**src/hdl/periph_pkg.sv**
```systemverilog
// ********************
// peripheral region package
// word widths, device numbers and register offsets
// ********************

`default_nettype none

package periph_pkg;

    // bus data and address
    typedef logic [31:0] word_t;

    // display value or keyboard code
    typedef logic [7:0] byte_t;

    // device field, address bits 15..12
    typedef logic [3:0] dev_idx_t;

    // register offset inside a device, bits 11..0
    typedef logic [11:0] reg_off_t;

    // top address nibble of the peripheral window
    localparam logic [3:0] REGION_PERIPH = 4'h2;

    // device numbers
    localparam dev_idx_t DEV_SYSTEM  = 4'd0;
    localparam dev_idx_t DEV_DISPLAY = 4'd1;
    localparam dev_idx_t DEV_KBD     = 4'd5;
    localparam dev_idx_t DEV_SD      = 4'd6;

    // register offsets
    localparam reg_off_t REG_OFF_0 = 12'd0;
    localparam reg_off_t REG_OFF_4 = 12'd4;

endpackage

`default_nettype wire

```
**src/hdl/byte_fifo.sv**
```systemverilog
// ********************
// show-ahead FIFO
// circular buffer, head always visible on rd_data_o
// ********************

`timescale 1ns/10ps
`default_nettype none

module byte_fifo #(
    parameter int ADDR_LEN   = 5,
    parameter int DATA_WIDTH = 8
) (
    input  wire logic                  clk,
    input  wire logic                  reset_i,
    input  wire logic [DATA_WIDTH-1:0] wr_data_i,
    input  wire logic                  wr_en_i,
    output logic                       full_o,
    output logic [DATA_WIDTH-1:0]      rd_data_o,
    input  wire logic                  rd_en_i,
    output logic                       empty_o
);

    localparam int DEPTH = 2 ** ADDR_LEN;
    localparam int CNT_W = ADDR_LEN + 1;

    logic [DATA_WIDTH-1:0] mem [DEPTH];
    logic [ADDR_LEN-1:0]   wr_ptr;
    logic [ADDR_LEN-1:0]   rd_ptr;
    logic [CNT_W-1:0]      count;

    assign full_o    = (count == CNT_W'(DEPTH));
    assign empty_o   = (count == '0);
    assign rd_data_o = mem[rd_ptr];

    // writer keeps wr_en low while full, reader keeps rd_en low while empty
    always_ff @(posedge clk) begin
        if (wr_en_i)
            mem[wr_ptr] <= wr_data_i;
    end

    always_ff @(posedge clk) begin
        if (reset_i) begin
            wr_ptr <= '0;
            rd_ptr <= '0;
            count  <= '0;
        end else begin
            if (wr_en_i)
                wr_ptr <= wr_ptr + 1'b1;
            if (rd_en_i)
                rd_ptr <= rd_ptr + 1'b1;
            if (wr_en_i && !rd_en_i)
                count <= count + 1'b1;
            else if (rd_en_i && !wr_en_i)
                count <= count - 1'b1;
        end
    end

endmodule

`default_nettype wire

```
**src/hdl/io_regs.sv**
```systemverilog
// ********************
// display byte and SD card SPI pins
// ********************

`timescale 1ns/10ps
`default_nettype none

module io_regs (
    input  wire logic              clk,
    input  wire logic              reset_i,
    input  wire logic              display_we_i,
    input  wire logic              sd_we_i,
    input  wire periph_pkg::word_t wdata_i,
    output periph_pkg::byte_t      display_o,
    output logic                   sd_csn_o,
    output logic                   sd_sclk_o,
    output logic                   sd_mosi_o
);

    import periph_pkg::*;

    always_ff @(posedge clk) begin
        if (reset_i) begin
            display_o <= '0;
            // card deselected, clock idle low
            sd_sclk_o <= 1'b0;
            sd_csn_o  <= 1'b1;
            sd_mosi_o <= 1'b0;
        end else begin
            if (display_we_i)
                display_o <= byte_t'(wdata_i[7:0]);
            // bit 1 is written as asserted, pin is active low
            if (sd_we_i) begin
                sd_sclk_o <= wdata_i[2];
                sd_csn_o  <= ~wdata_i[1];
                sd_mosi_o <= wdata_i[0];
            end
        end
    end

endmodule

`default_nettype wire

```
**src/hdl/kbd_port.sv**
```systemverilog
// ********************
// keyboard port
// PS/2 code queue and the code register read by the cpu
// ********************

`timescale 1ns/10ps
`default_nettype none

module kbd_port #(
    parameter int KBD_DEPTH_LOG2 = 5
) (
    input  wire logic              clk,
    input  wire logic              reset_i,
    input  wire periph_pkg::byte_t code_i,
    input  wire logic              strobe_i,
    input  wire logic              deq_req_i,
    output logic                   ready_o,
    output periph_pkg::byte_t      code_o
);

    import periph_pkg::*;

    logic  fifo_full;
    logic  fifo_empty;
    logic  enq;
    logic  deq;
    byte_t head;

    // code lost when the queue is full
    assign enq     = strobe_i && !fifo_full;
    assign ready_o = !fifo_empty;

    byte_fifo #(
        .ADDR_LEN   (KBD_DEPTH_LOG2),
        .DATA_WIDTH ($bits(byte_t))
    ) u_fifo (
        .clk       (clk),
        .reset_i   (reset_i),
        .wr_data_i (code_i),
        .wr_en_i   (enq),
        .full_o    (fifo_full),
        .rd_data_o (head),
        .rd_en_i   (deq),
        .empty_o   (fifo_empty)
    );

    // pop one cycle after the request, head latched on the same edge
    always_ff @(posedge clk) begin
        if (reset_i) begin
            deq    <= 1'b0;
            code_o <= '0;
        end else begin
            deq <= deq_req_i && !fifo_empty;
            if (deq)
                code_o <= head;
        end
    end

endmodule

`default_nettype wire

```
**src/hdl/periph_bus.sv**
```systemverilog
// ********************
// peripheral region top
// bus decoder plus timer, keyboard queue, display and SD pins
// ********************

`timescale 1ns/10ps
`default_nettype none

module periph_bus #(
    parameter int FREQ_HZ        = 12_000_000,
    parameter int TICK_HZ        = 1000,
    parameter int KBD_DEPTH_LOG2 = 5
) (
    input  wire logic                clk,
    input  wire logic                reset_i,

    input  wire logic                sel_i,
    input  wire periph_pkg::word_t   addr_i,
    input  wire logic                we_i,
    input  wire periph_pkg::word_t   wdata_i,
    // every register sits in the low byte or is a full word
    input  wire logic [3:0]          wr_mask_i,
    output periph_pkg::word_t        rdata_o,
    output logic                     ack_o,

    output logic                     irq_o,
    input  wire logic                eoi_i,

    output periph_pkg::byte_t        display_o,

    input  wire periph_pkg::byte_t   kbd_code_i,
    input  wire logic                kbd_strobe_i,

    output logic                     sd_csn_o,
    output logic                     sd_sclk_o,
    output logic                     sd_mosi_o,
    input  wire logic                sd_miso_i
);

    import periph_pkg::*;

    // write strobes from the decoder
    logic timer_ena_we;
    logic display_we;
    logic sd_we;
    logic kbd_deq_req;

    // read sources
    logic  timer_ena;
    word_t clock_value;
    logic  kbd_ready;
    byte_t kbd_code;

    periph_decode u_decode (
        .clk            (clk),
        .reset_i        (reset_i),
        .sel_i          (sel_i),
        .addr_i         (addr_i),
        .we_i           (we_i),
        .ack_o          (ack_o),
        .rdata_o        (rdata_o),
        .timer_ena_we_o (timer_ena_we),
        .display_we_o   (display_we),
        .sd_we_o        (sd_we),
        .kbd_deq_req_o  (kbd_deq_req),
        .timer_ena_i    (timer_ena),
        .clock_value_i  (clock_value),
        .display_i      (display_o),
        .kbd_ready_i    (kbd_ready),
        .kbd_code_i     (kbd_code),
        .sd_miso_i      (sd_miso_i)
    );

    sys_timer #(
        .FREQ_HZ (FREQ_HZ),
        .TICK_HZ (TICK_HZ)
    ) u_timer (
        .clk           (clk),
        .reset_i       (reset_i),
        .ena_we_i      (timer_ena_we),
        .ena_data_i    (wdata_i[0]),
        .eoi_i         (eoi_i),
        .ena_o         (timer_ena),
        .clock_value_o (clock_value),
        .irq_o         (irq_o)
    );

    kbd_port #(
        .KBD_DEPTH_LOG2 (KBD_DEPTH_LOG2)
    ) u_kbd (
        .clk       (clk),
        .reset_i   (reset_i),
        .code_i    (kbd_code_i),
        .strobe_i  (kbd_strobe_i),
        .deq_req_i (kbd_deq_req),
        .ready_o   (kbd_ready),
        .code_o    (kbd_code)
    );

    io_regs u_io (
        .clk          (clk),
        .reset_i      (reset_i),
        .display_we_i (display_we),
        .sd_we_i      (sd_we),
        .wdata_i      (wdata_i),
        .display_o    (display_o),
        .sd_csn_o     (sd_csn_o),
        .sd_sclk_o    (sd_sclk_o),
        .sd_mosi_o    (sd_mosi_o)
    );

endmodule

`default_nettype wire

```
**src/hdl/periph_decode.sv**
```systemverilog
// ********************
// peripheral bus decoder
// acknowledge, write strobes and read multiplexer
// ********************

`timescale 1ns/10ps
`default_nettype none

module periph_decode (
    input  wire logic              clk,
    input  wire logic              reset_i,

    input  wire logic              sel_i,
    input  wire periph_pkg::word_t addr_i,
    input  wire logic              we_i,
    output logic                   ack_o,
    output periph_pkg::word_t      rdata_o,

    output logic                   timer_ena_we_o,
    output logic                   display_we_o,
    output logic                   sd_we_o,
    output logic                   kbd_deq_req_o,

    input  wire logic              timer_ena_i,
    input  wire periph_pkg::word_t clock_value_i,
    input  wire periph_pkg::byte_t display_i,
    input  wire logic              kbd_ready_i,
    input  wire periph_pkg::byte_t kbd_code_i,
    input  wire logic              sd_miso_i
);

    import periph_pkg::*;

    logic [3:0] region;
    dev_idx_t   dev;
    reg_off_t   off;
    logic       in_window;
    logic       wr_first;

    assign region    = addr_i[31:28];
    assign dev       = addr_i[15:12];
    assign off       = addr_i[11:0];
    assign in_window = (region == REGION_PERIPH);

    // ack stays high for as long as the master holds sel
    always_ff @(posedge clk) begin
        if (reset_i) begin
            ack_o <= 1'b0;
        end else begin
            ack_o <= sel_i && in_window;
        end
    end

    // first selected cycle only, so each write lands once
    assign wr_first = sel_i && we_i && in_window && !ack_o;

    always_comb begin
        timer_ena_we_o = 1'b0;
        display_we_o   = 1'b0;
        sd_we_o        = 1'b0;
        kbd_deq_req_o  = 1'b0;
        if (wr_first) begin
            case (dev)
                DEV_SYSTEM:  timer_ena_we_o = (off == REG_OFF_0);
                DEV_DISPLAY: display_we_o   = 1'b1;
                DEV_KBD:     kbd_deq_req_o  = (off == REG_OFF_0);
                DEV_SD:      sd_we_o        = (off == REG_OFF_0);
                default:     ;
            endcase
        end
    end

    // read map, holes read as zero
    always_comb begin
        rdata_o = '0;
        if (in_window) begin
            case (dev)
                DEV_SYSTEM: begin
                    if (off == REG_OFF_0)
                        rdata_o = word_t'(timer_ena_i);
                    else if (off == REG_OFF_4)
                        rdata_o = clock_value_i;
                end
                // display answers at any offset
                DEV_DISPLAY: rdata_o = word_t'(display_i);
                DEV_KBD: begin
                    if (off == REG_OFF_0)
                        rdata_o = word_t'(kbd_ready_i);
                    else if (off == REG_OFF_4)
                        rdata_o = word_t'(kbd_code_i);
                end
                DEV_SD: begin
                    if (off == REG_OFF_0)
                        rdata_o = word_t'(sd_miso_i);
                end
                default: rdata_o = '0;
            endcase
        end
    end

endmodule

`default_nettype wire

```
**src/hdl/sys_timer.sv**
```systemverilog
// ********************
// system timer
// tick divider, ms counter and timer interrupt exchange
// ********************

`timescale 1ns/10ps
`default_nettype none

module sys_timer #(
    parameter int FREQ_HZ = 12_000_000,
    parameter int TICK_HZ = 1000
) (
    input  wire logic         clk,
    input  wire logic         reset_i,
    input  wire logic         ena_we_i,
    input  wire logic         ena_data_i,
    input  wire logic         eoi_i,
    output logic              ena_o,
    output periph_pkg::word_t clock_value_o,
    output logic              irq_o
);

    import periph_pkg::*;

    localparam int TICK_DIV = FREQ_HZ / TICK_HZ;

    word_t div_cnt;
    logic  tick;
    // set by a raised irq, cleared once the cpu drops eoi
    logic  wait_handling;

    assign tick = (div_cnt == '0);

    always_ff @(posedge clk) begin
        if (reset_i) begin
            div_cnt       <= word_t'(TICK_DIV - 1);
            clock_value_o <= '0;
            ena_o         <= 1'b0;
            irq_o         <= 1'b0;
            wait_handling <= 1'b0;
        end else begin
            if (ena_we_i)
                ena_o <= ena_data_i;

            if (wait_handling) begin
                if (!eoi_i)
                    wait_handling <= 1'b0;
            end else if (irq_o && eoi_i) begin
                irq_o <= 1'b0;
            end

            div_cnt <= div_cnt - 1'b1;
            if (tick) begin
                div_cnt       <= word_t'(TICK_DIV - 1);
                clock_value_o <= clock_value_o + 1'b1;
                // a tick while still waiting is dropped
                if (ena_o && eoi_i && !wait_handling) begin
                    irq_o         <= 1'b1;
                    wait_handling <= 1'b1;
                end
            end
        end
    end

endmodule

`default_nettype wire

```
**config.mk**
```make
export PLATFORM = sky130hd
export DESIGN_NAME = periph_bus
export DESIGN_NICKNAME = d
export VERILOG_FILES = /design/src/hdl/periph_pkg.sv /design/src/hdl/byte_fifo.sv /design/src/hdl/io_regs.sv /design/src/hdl/kbd_port.sv /design/src/hdl/periph_bus.sv /design/src/hdl/periph_decode.sv /design/src/hdl/sys_timer.sv
export SDC_FILE = /design/constraint.sdc
export NUM_CORES = 1
export LEC_CHECK = 0
export ABC_AREA = 1
export BUFFER_PORTS_ARGS = -buffer_cell sky130_fd_sc_hd__buf_2
export CAP_MARGIN = 5
export CORE_MARGIN = 1.5
export CORE_UTILIZATION = 56
export CTS_BUF_LIST = sky130_fd_sc_hd__clkbuf_2 sky130_fd_sc_hd__clkbuf_4 sky130_fd_sc_hd__clkbuf_8
export DETAILED_ROUTE_END_ITERATION = 8
export GPL_TIMING_DRIVEN = 0
export PLACE_DENSITY_LB_ADDON = 0.3
export SETUP_SLACK_MARGIN = 0.5
export SLEW_MARGIN = 10
export SYNTH_ARGS = -nofsm -noshare
export SYNTH_HDL_FRONTEND = slang
export SYNTH_SLANG_ARGS = --single-unit
```
**constraint.sdc**
```tcl
create_clock -name clk -period 2.15 [get_ports clk]
set_input_delay 0.1075 -clock clk [delete_from_list [all_inputs] [get_ports clk]]
set_output_delay 0.1075 -clock clk [all_outputs]
set_load 0.02 [all_outputs]
```
==> results of run 1 <==
## registers in the layout, indices dropped and copies added, names as in the netlist
register and cells:
u_kbd.u_fifo.mem 256, u_timer.clock_value_o 32, u_timer.div_cnt 32, u_io.display_o 8
u_kbd.code_o 8, u_kbd.u_fifo.count 6, u_kbd.u_fifo.rd_ptr 5, u_kbd.u_fifo.wr_ptr 5
u_decode.ack_o 1, u_io.sd_csn_o 1, u_io.sd_mosi_o 1, u_io.sd_sclk_o 1
u_kbd.deq 1, u_timer.ena_o 1, u_timer.irq_o 1, u_timer.wait_handling 1
## repair_timing
| action | 4_1_cts | 5_1_grt |
|---|---|---|
| endpoints found under the hold margin | 48 | 0 |
| setup endpoints to repair | 345 | 365 |
| hold buffers | 16 | 0 |
| pin swaps | 55 | 115 |
| setup buffers | 56 | 26 |
| cloned | 1 | 11 |
| resized for setup | 206 | 335 |
## metal layers
metal / wire (um) / up-vias
li1: - / 6536
met1: 19400 / 7126
met2: 27200 / 1132
met3: 5730 / 320
met4: 3780 / 0
met5: 0 / -
## worst max-delay path, cell delays in order (launching register included)
cell     delay (ns)
dfxtp_4        0.36
nor2_4         0.15
nand4_1        0.12
nand2_2        0.14
inv_4          0.06
ha_4           0.18
inv_8          0.09
ha_4           0.23
nand2_2        0.07
nand2_2        0.07
nand2_2        0.09
nand3_2        0.10
xor2_1         0.19
nand2_1        0.09
a21oi_2        0.13
## logic make-up after synthesis
kind of cell,Yosys count,synth area share [%]
buffers and inverters,182,5.12
flip-flops,360,59.5
AO/OA/AOI/OAI,138,4.69
AND/OR/NAND/NOR,1048,27.6
XOR/XNOR,38,2.03
adder cells (fa/ha/maj),14,1.11
## metrics by stage
stage	utilization (%)	instances	setup slack, ns
detailed placement	60.6	2250	-0.0513
floorplan	-	1780	0.395
global route	76.1	2463	-0.108
CTS	70.0	2426	0.188
finish	76.1	2463	-0.00158
global placement	60.6	2250	0.0305
## cells in the final DEF, fill, tap and decap left out, types with 11 or more instances in the layout
cell           count
clkbuf_4          19
buf_4             45
dfxtp_1           78
nor2_4            48
buf_6             29
inv_1             87
dlygate4sd3_1     16
buf_8             15
edfxtp_1         256
nand2_2           80
nand3_1          145
a21oi_1           64
clkbuf_8          67
clkinv_1          19
nor2_1           115
nand2_4           13
buf_12            35
buf_2             91
nor3_1            29
o21ai_0           32
nand2_1          460
nand4_1           16
a21oi_2           17
clkbuf_16         11
dfxtp_2           19
nor2_2            14
nand3_2           93
xor2_1            31
## worst min-delay path by stage
stage / start / slack, ns / cells after the start / to
after floorplan: kbd_code_i[0] / 0.21 / 0 / u_kbd.u_fifo.mem[0][0]$_DFFE_PP_
after global placement: wdata_i[3] / 0.35 / 3 / u_io.display_o[3]$_SDFFE_PP0P_
after detailed placement: wdata_i[3] / 0.35 / 3 / u_io.display_o[3]$_SDFFE_PP0P_
after CTS: kbd_code_i[1] / 0.01 / 1 / u_kbd.u_fifo.mem[18][1]$_DFFE_PP_
after global routing: kbd_code_i[6] / 0.04 / 1 / u_kbd.u_fifo.mem[3][6]$_DFFE_PP_
final: kbd_code_i[1] / 0.02 / 1 / u_kbd.u_fifo.mem[6][1]$_DFFE_PP_
## power by group
group | internal, mW | switching [mW]
logic | 0.378 | 0.641
clock network | 3.35 | 2.88
registers | 7.50 | 0.0568
## layout make-up
type | count | share of cell area [%]
Buffer | 77 | 3.55
Clock buffer | 74 | 4.30
Clock inverter | 29 | 1.11
Inverter | 105 | 2.02
Multi-Input combinational cell | 1238 | 33.2
Sequential cell | 360 | 44.8
Tap cell | 384 | 2.19
Timing Repair Buffer | 196 | 8.80
==> impl_results.md, run 1 <==
- DR WL/cell: about 23 um
- Synthesis-stage register bit count: 360
- CTS tree: yes
- DP HPWL: between 30000 and 40000 um
- PwrDens: just under 700 nW/um^2
- Worst clock skew: ~0.059 ns
- VDD IR-drop max: roughly 0.00069 V
- Cell taking the most area after synthesis: edfxtp_1
- Core region area: ~29000 sq um
- Antenna cells: 0
- Initial antenna violation count: 0
- Least-Margin Pin Slew: 0.806 ns
- CP Launch Point: u_kbd.u_fifo.count[2]$_SDFFE_PP0P_
- Gate Count Post-Synth: roughly 1800
- H-tree lvl count: 2
- Die area: roughly 30000 sq um
- Top-Level Pins: 128
- Synthesized area: 16400 sq um
- Setup WS post-layout: -0.00158 ns
- Starting DRC count in detailed routing: about 2000
- Area Growth Syn to Fin: 33.4%
- Post-route antenna net violation count: 0
- EDFF count, synth: between 200 and 300
- Top cells by area, synth: edfxtp_1 47%, dfxtp_1 13%, nand2_1 13%
- Grt met3 use: under 10%
- Vias in the first global route: 13923
- Port Buffers: 86
- Layout cell share with drive strength beyond 1: 32.9%
- Multi-input gate area: around 7300 sq um
- R2R Path Start: u_kbd.u_fifo.count[2]$_SDFFE_PP0P_
- Yosys warns: 0
- RSZ-0062 raised after global routing: true
- Reg-to-reg endpoint: u_kbd.u_fifo.count[5]$_SDFFE_PP0P_
- Met2 GRT Util: between 50% and 60%
- Worst hold slack: between 0.02 and 0.025 ns
- Initial Utilization: between 50 and 60%
- Synth cell types: between 40 and 50
- Grt total ovfl: 0
- Final setup viols: 1
- CTS root buffer: clkbuf_8
- Post-synthesis sequential area ratio: roughly three fifths
- Reg2reg path depth: 14
- Post-route DRC: 0
- Fmax: ~460 MHz
- Fin crit share: 100%
- First drt pass iteration count: 6
- Power, Total: around 15 mW
- Worst hold path type: primary input to register
- GPL Wtd Cong: just under 1
- Critical Path Start Type: register
- Synthesized area per cell: between 9 and 10 sq um
- Syn Nets: about 1900
- Status: complete, but fails checks
- Vias: about 15000
- Final slew viol count: 0
- Sequential cell area: around 9800 sq um
- Largest net degree at the start of global routing: 33
- TNS Setup: -0.00158 ns
- Vias per cell: 6.14
- Post-synth top cells: 549 x nand2_1, 256 x edfxtp_1, 245 x nand3_1
- First-pass GRT wire length: 74600 um
- Max-Cap Viols: 0
- Die Y: ~170 um
- Nets: between 2000 and 2500
- Worst Path Required: about 2.7 ns
- Critical path peak fanout: 5
- Failing checks: negative setup slack
- Post-route minimum period: 2.15 ns
- LEAKAGE: ~8.4 nW
- Most used flip-flop cell after synthesis: edfxtp_1
- CP Capture Point: u_kbd.u_fifo.count[5]$_SDFFE_PP0P_
- Placed Area: roughly 17000 sq um
- Layout fillers: between 1500 and 2000
- Most common cell in the synthesized netlist: nand2_1
- Top-area cell type share of the netlist area: 46.8%
- Rows: 62
- Endpoint class of the critical path: register
- CTS Buffer Depth: 3
- Aggregate routed wire length: 56100 um
- Slew headroom: roughly 46%
- Clock sink total: 360
- Final instance area: 21900 sq um
- Final Hold Fails: 0
- CTS clk-pin slew, worst paths: 0.08 ns
- Die Wd: approximately 170 um
- Clk_lat worst skew: 0.67 ns
- Met1 Use GR: between 30% and 40%
- Critical path arrival: ~2.7 ns
- WS Path Type: register to register
- Total GRT Usage: around a third
- CTS buffer count: between 50 and 60
- Ys async rst share: 0%
- GRT Max-Usage Layer: met2
- Worst R2R Setup Slack: -0.002 ns
Note: power is estimated with default switching activity, not from simulation.
==> run 2, diff against run 1 <==
==> constraint.sdc (replaced) <==
create_clock -name clk -period 2.15 [get_ports clk]
set_input_delay 0.43 -clock clk [delete_from_list [all_inputs] [get_ports clk]]
set_output_delay 0.43 -clock clk [all_outputs]
set_load 0.02 [all_outputs]
==> run 2 against run 1 <==
  * The run still ends with negative setup slack left
  * Total power about the same
  * Register-to-register slack improved by 0.14 ns
  * Flip-flop and latch count unchanged
  * Final cell count is 0.45% lower
  * Final area rose by 2.7%
  * Non-clock buffer count fell by 17
  * Via count is essentially flat
  * First-iteration DRC count up 8.5%
  * Count of clock-buffer cells in the layout fell by 4
  * Die area is the same
  * Critical endpoint is now rdata_o[0]
==> impl_results.md, run 2 (synthesized netlist as in run 1, its figures left out) <==
- Fin crit share: 106% (+6.1 points)
- Top-Level Pins: 128 (unchanged)
- Failing checks: negative setup slack
- CP dominant cell by count: nand2_1
- Final Hold Fails: 0 (unchanged)
- Final slew viol count: 0 (unchanged)
- CTS clk-pin slew, worst paths: 0.07 ns (about the same)
- Grt total ovfl: 0 (unchanged)
- CTS buffer count: 57 (unchanged)
- Starting DRC count in detailed routing: 2113 (+8.5%)
- Post-Layout Cell Count: 2452 (-0.45%)
- Nets: 2117 (-0.70%)
- RSZ-0062 raised after global routing: true
- Max-Cap Viols: 0 (unchanged)
- Worst Path Required: 1.72 ns (-1.02 ns)
- Vias in the first global route: 13632 (-2.1%)
- Top reg by flops: u_kbd.u_fifo.mem
- First drt pass iteration count: 7 (+1)
- Commonest cells after routing, fill and taps aside: 462 x nand2_1, 256 x edfxtp_1, 157 x nand3_1
- Largest net degree at the start of global routing: 33 (unchanged)
- Critical path peak fanout: 4 (-1)
- Worst hold slack: 0.0303 ns (+0.00673 ns)
- DR WL/cell: 23.2 um (+1.8%)
- PwrDens: 657 nW/um^2 (-2.7%)
- Final instance area: 22500 sq um (+2.7%)
- Post-route antenna net violation count: 0 (unchanged)
- Post-route DRC: 0 (unchanged)
- CP max stage cell: nor2_4
- Post-route minimum period: 2.28 ns (+0.130 ns)
- DP HPWL: 30100 um (-0.20%)
- Antenna cells: 0 (unchanged)
- Power, Total: 14.8 mW (about the same)
- Die Wd: 174 um (unchanged)
- Least-Margin Pin Slew: 0.731 ns (-0.0743 ns)
- Multi-input gate area: 7730 sq um (+6.2%)
- Critical Path Start Type: primary input
- WS Path Type: primary input to primary output
- Commonest non-fill, non-tap cell in the layout: nand2_1
- Setup WS post-layout: -0.132 ns (-0.130 ns)
- Worst R2R Setup Slack: 0.14 ns (+0.14 ns)
- Port Buffers: 86 (unchanged)
- Rows: 62 (unchanged)
- H-tree lvl count: 2 (unchanged)
- CP top delay family: simple AND/OR/NAND/NOR gates
- Die Y: 174 um (unchanged)
- Endpoint class of the critical path: primary output
- Fin util: 78.2% (+2.0 points)
- Total GRT Usage: 32.1% (+0.22 points)
- Fmax: 438 MHz (-5.7%)
- Initial antenna violation count: 0 (unchanged)
- Largest regs: u_kbd.u_fifo.mem (256), u_timer.clock_value_o (32), u_timer.div_cnt (32)
- Aggregate routed wire length: 56800 um (+1.3%)
- Layout fillers: 1588 (-7.5%)
- VDD IR-drop max: 0.000681 V (-1.4%)
- Max FFs per register: 256 (unchanged)
- Vias per cell: 6.17 (+0.55%)
- Crit path cell chain: buf_2 > nor2_1 > nand2_1 > nor2_4 > nand2_1 > inv_2 > nand3_1 > nand2_1 > nor2_1 > a21oi_2 > buf_6
- Slew headroom: 51.3% (+5.0 points)
- Initial Utilization: 57.1% (unchanged)
- Area Growth Syn to Fin: 37.0%
- Layout cell share with drive strength beyond 1: 36.0% (+3.1 points)
- Placed Area: 17800 sq um (+2.4%)
- Status: complete, but fails checks
- Critical path arrival: 1.85 ns (-0.89 ns)
- Clk_lat worst skew: 0.63 ns (-0.04 ns)
- Die area: 30400 sq um (unchanged)
- Post-Place Cells: 2250 (unchanged)
- CTS root buffer: clkbuf_8
- Sequential cell area: 9840 sq um (+0.18%)
- WP buf/inv: 3 (+1)
- CTS tree: yes
- Clock sink total: 360 (unchanged)
- Vias: 15129 (+0.099%)
- First-pass GRT wire length: 74500 um (about the same)
- LEAKAGE: 8.63 nW (+3.1%)
- GPL Wtd Cong: 0.953 (-1.5%)
- Worst hold path type: primary input to register
- Hold Buf Count CTS: 0 (-16)
- CTS Buffer Depth: 3 (unchanged)
- Core region area: 28800 sq um (unchanged)
- CP max stage delay: 0.21 ns (-0.15 ns)
- Worst clock skew: 0.0432 ns (-0.0156 ns)
- Final setup viols: 9 (+8)
==> run 2: timing repair <==
| action | in CTS | in global routing |
|---|---|---|
| endpoints found under the setup margin | 338 | 359 |
| resized for setup | 345 | 296 |
| buffers inserted | 41 | 40 |
| pin swaps | 68 | 115 |
| cloned | 6 | 8 |
==> run 2: stage by stage <==
step | worst slack [ns] | TNS, ns
CTS | -0.119 | -0.119
global route | -0.178 | -0.981
finish | -0.132 | -0.346
global placement | -0.0831 | -0.767
detailed placement | -0.114 | -1.30
floorplan | 0.268 | 0
==> run 2: final cells by class <==
cell class	instances	area share, %
Buffer	77	3.63
Clock buffer	70	3.92
Clock inverter	37	1.45
Inverter	105	2.07
Multi-Input combinational cell	1239	34.4
Sequential cell	360	43.7
Tap cell	384	2.14
Timing Repair Buffer	179	8.65
Timing Repair inverter	1	0.0500
==> run 2: path summary, 6_finish.rpt <==
kind / from / endpoint / depth (start not counted)
worst max register to register: u_kbd.u_fifo.count[5]$_SDFFE_PP0P_ / u_kbd.u_fifo.count[5]$_SDFFE_PP0P_ / 13
worst max-delay path: addr_i[5] / rdata_o[0] / 11
worst min-delay path: wdata_i[7] / u_io.display_o[7]$_SDFFE_PP0P_ / 3
worst min register to register: u_timer.div_cnt[0]$_SDFF_PP1_ / u_timer.div_cnt[0]$_SDFF_PP1_ / 1
==> run 2: metal layers <==
metal  routed length (um)  GRT usage [%]  vias to the layer above
met5                    0              0                        -
met4                 4230           17.8                        0
met3                 5920           6.30                      356
met2                27300           54.3                     1172
met1                19300           38.5                     7096
li1                     -              -                     6505
==> run 2: worst min-delay path, delay by kind of cell <==
family,cells,cell delay (ns)
buf+inv,2,0.13
compound gates,1,0.05
==> run 2: power breakdown <==
group	leakage (nW)	switching [mW]	internal, mW
combinational	4.83	0.572	0.327
clock	0.629	2.99	3.36
sequential	3.17	0.0516	7.49
==> run 3, diff against run 2 <==
GPL_TIMING_DRIVEN = 1   (was 0)
==> run 3 against run 2 <==
  * Wire length decreased by 8.9%
  * Sequential share of layout area increased by 0.63 points
  * Largest cell class unchanged
  * Critical path type unchanged
  * Setup slack got worse by 0.18 ns
  * Combinational power increased by 7.6%
  * Maximum frequency decreased by 7.3%
  * Via count decreased by 3.5%
  * Final cell count decreased by 0.86%
  * Utilization decreased by 1.1 points
  * The flow still finishes with violations (negative setup slack)
  * Critical endpoint unchanged
  * Total power decreased by 1.5%
==> impl_results.md, run 3 (synthesized netlist as in run 1, its figures left out) <==
- RSZ-0062 raised after global routing: true
- Worst Path Required: 1.72 ns (about the same)
- Worst hold path type: primary input to register
- Die Y: 174 um (unchanged)
- Starting DRC count in detailed routing: 1698 (-20%)
- Vias in the first global route: 12834 (-5.9%)
- Fin crit share: 114% (+8.4 points)
- Endpoint class of the critical path: primary output
- Initial Utilization: 57.1% (unchanged)
- Critical path peak fanout: 4 (unchanged)
- Slew headroom: 49.3% (-1.9 points)
- Final instance area: 22200 sq um (-1.4%)
- Final Hold Fails: 0 (unchanged)
- Nets: 2094 (-1.1%)
- CTS root buffer: clkbuf_8
- First-pass GRT wire length: 66000 um (-11%)
- Port Buffers: 87 (+1.2%)
- Setup WS post-layout: -0.312 ns (-0.180 ns)
- Top-Level Pins: 128 (unchanged)
- Hold Buf Count CTS: 0 (unchanged)
- Least-Margin Pin Slew: 0.760 ns (+0.0291 ns)
- Post-Place Cells: 2237 (-0.58%)
- Rows: 62 (unchanged)
- Aggregate routed wire length: 51800 um (-8.9%)
- Die Wd: 174 um (unchanged)
- CTS buffer count: 57 (unchanged)
- Critical Path Start Type: primary input
- Clk_lat worst skew: 0.64 ns (about the same)
- Area Growth Syn to Fin: 35.1%
- Failing checks: negative setup slack
- PwrDens: 657 nW/um^2 (-0.10%)
- CTS Buffer Depth: 3 (unchanged)
- LEAKAGE: 8.63 nW (about the same)
- Post-route minimum period: 2.46 ns (+0.180 ns)
- CTS clk-pin slew, worst paths: 0.07 ns (about the same)
- Largest net degree at the start of global routing: 67 (+100%)
- Placed Area: 17900 sq um (+0.55%)
- VDD IR-drop max: 0.000801 V (+18%)
- Die area: 30400 sq um (unchanged)
- Max-Cap Viols: 0 (unchanged)
- Clock sink total: 360 (unchanged)
- Vias per cell: 6.01 (-2.7%)
- First drt pass iteration count: 6 (-1)
- Final slew viol count: 0 (unchanged)
- Commonest non-fill, non-tap cell in the layout: nand2_1
- Status: complete, but fails checks
- GPL Wtd Cong: 1.01 (+6.0%)
- H-tree lvl count: 2 (unchanged)
- Worst clock skew: 0.0335 ns (-0.00968 ns)
- Layout cell share with drive strength beyond 1: 35.2% (-0.74 points)
- CTS tree: yes
- Fmax: 406 MHz (-7.3%)
- Total GRT Usage: 27.5% (-4.6 points)
- Post-Layout Cell Count: 2431 (-0.86%)
- WS Path Type: primary input to primary output
- Final setup viols: 2 (-7)
- Initial antenna violation count: 1 (+1)
- Critical path arrival: 2.03 ns (+0.18 ns)
- Fin util: 77.1% (-1.1 points)
- Core region area: 28800 sq um (unchanged)
- Commonest cells after routing, fill and taps aside: 472 x nand2_1, 256 x edfxtp_1, 166 x nand3_1
- Vias: 14601 (-3.5%)
- Post-route antenna net violation count: 0 (unchanged)
- Largest regs: u_kbd.u_fifo.mem (256), u_timer.clock_value_o (32), u_timer.div_cnt (32)
- DR WL/cell: 21.3 um (-8.1%)
- Post-route DRC: 0 (unchanged)
- Worst R2R Setup Slack: 0.07 ns (-0.07 ns)
- Grt total ovfl: 0 (unchanged)
- DP HPWL: 25200 um (-16%)
- Top reg by flops: u_kbd.u_fifo.mem
- Max FFs per register: 256 (unchanged)
run 3: repair_timing:
action	4_1_cts	5_1_grt
gates resized for setup	192	343
buffers inserted	24	30
hold endpoints to repair	0	0
setup endpoints to repair	322	330
pin swaps	34	128
cloned	6	25
run 3: final timing paths:
kind	depth (start not counted)	startpoint	endpoint
setup / recovery	11	addr_i[1]	rdata_o[0]
hold / removal	3	wdata_i[5]	u_io.display_o[5]$_SDFFE_PP0P_
setup reg to reg	14	u_kbd.u_fifo.count[3]$_SDFFE_PP0P_	u_kbd.u_fifo.count[5]$_SDFFE_PP0P_
hold reg to reg	1	u_timer.div_cnt[0]$_SDFF_PP1_	u_timer.div_cnt[0]$_SDFF_PP1_
run 3: cell type report:
type | count | area, sq um
timing repair buffer | 234 | 2650
clock buffer | 76 | 971
timing repair inverter | 1 | 11.3
inverter | 105 | 464
tap | 384 | 480
sequential | 360 | 9840
clock inverter | 32 | 213
antenna | 1 | 2.50
fill | 1632 | 6590
multi-input combinational | 1238 | 7560
run 3: layer usage:
| layer | routed length (um) | vias up | share of wire (%) | GRT usage, % |
|---|---|---|---|---|
| met5 | 0 | - | 0 | 0 |
| li1 | - | 6450 | - | - |
| met2 | 26100 | 940 | 50 | 47.9 |
| met3 | 4470 | 259 | 8.6 | 4.09 |
| met1 | 18200 | 6952 | 35 | 34.9 |
| met4 | 3040 | 0 | 5.9 | 9.52 |
run 3: per-stage QoR:
stage | hold slack [ns] | power [mW] | TNS (ns) | setup WS [ns]
6_report | 0.0271 | 14.6 | -0.396 | -0.312
5_1_grt | 0.0328 | 15.0 | -0.652 | -0.335
4_1_cts | 0.0129 | 14.3 | -0.153 | -0.153
3_5_place_dp | 0.380 | 8.31 | 0 | 0.0567
3_3_place_gp | 0.376 | 8.28 | 0 | 0.106
2_1_floorplan | 0.366 | 8.03 | 0 | 0.268
run 3: power breakdown:
group          switching [mW]  total [mW]  leakage [nW]  internal [mW]
combinational           0.612       0.967          4.84          0.355
sequential             0.0481        7.54          3.17           7.49
clock                    2.86        6.07         0.630           3.21
run 3: critical path, stage by stage:
cell,delay [ns]
buf_8,0.10
inv_6,0.05
nand2_8,0.06
nor3_1,0.35
nand2_2,0.17
nor2_1,0.26
nand2_1,0.12
nand2_1,0.10
nor2_1,0.08
a21oi_2,0.17
buf_6,0.14
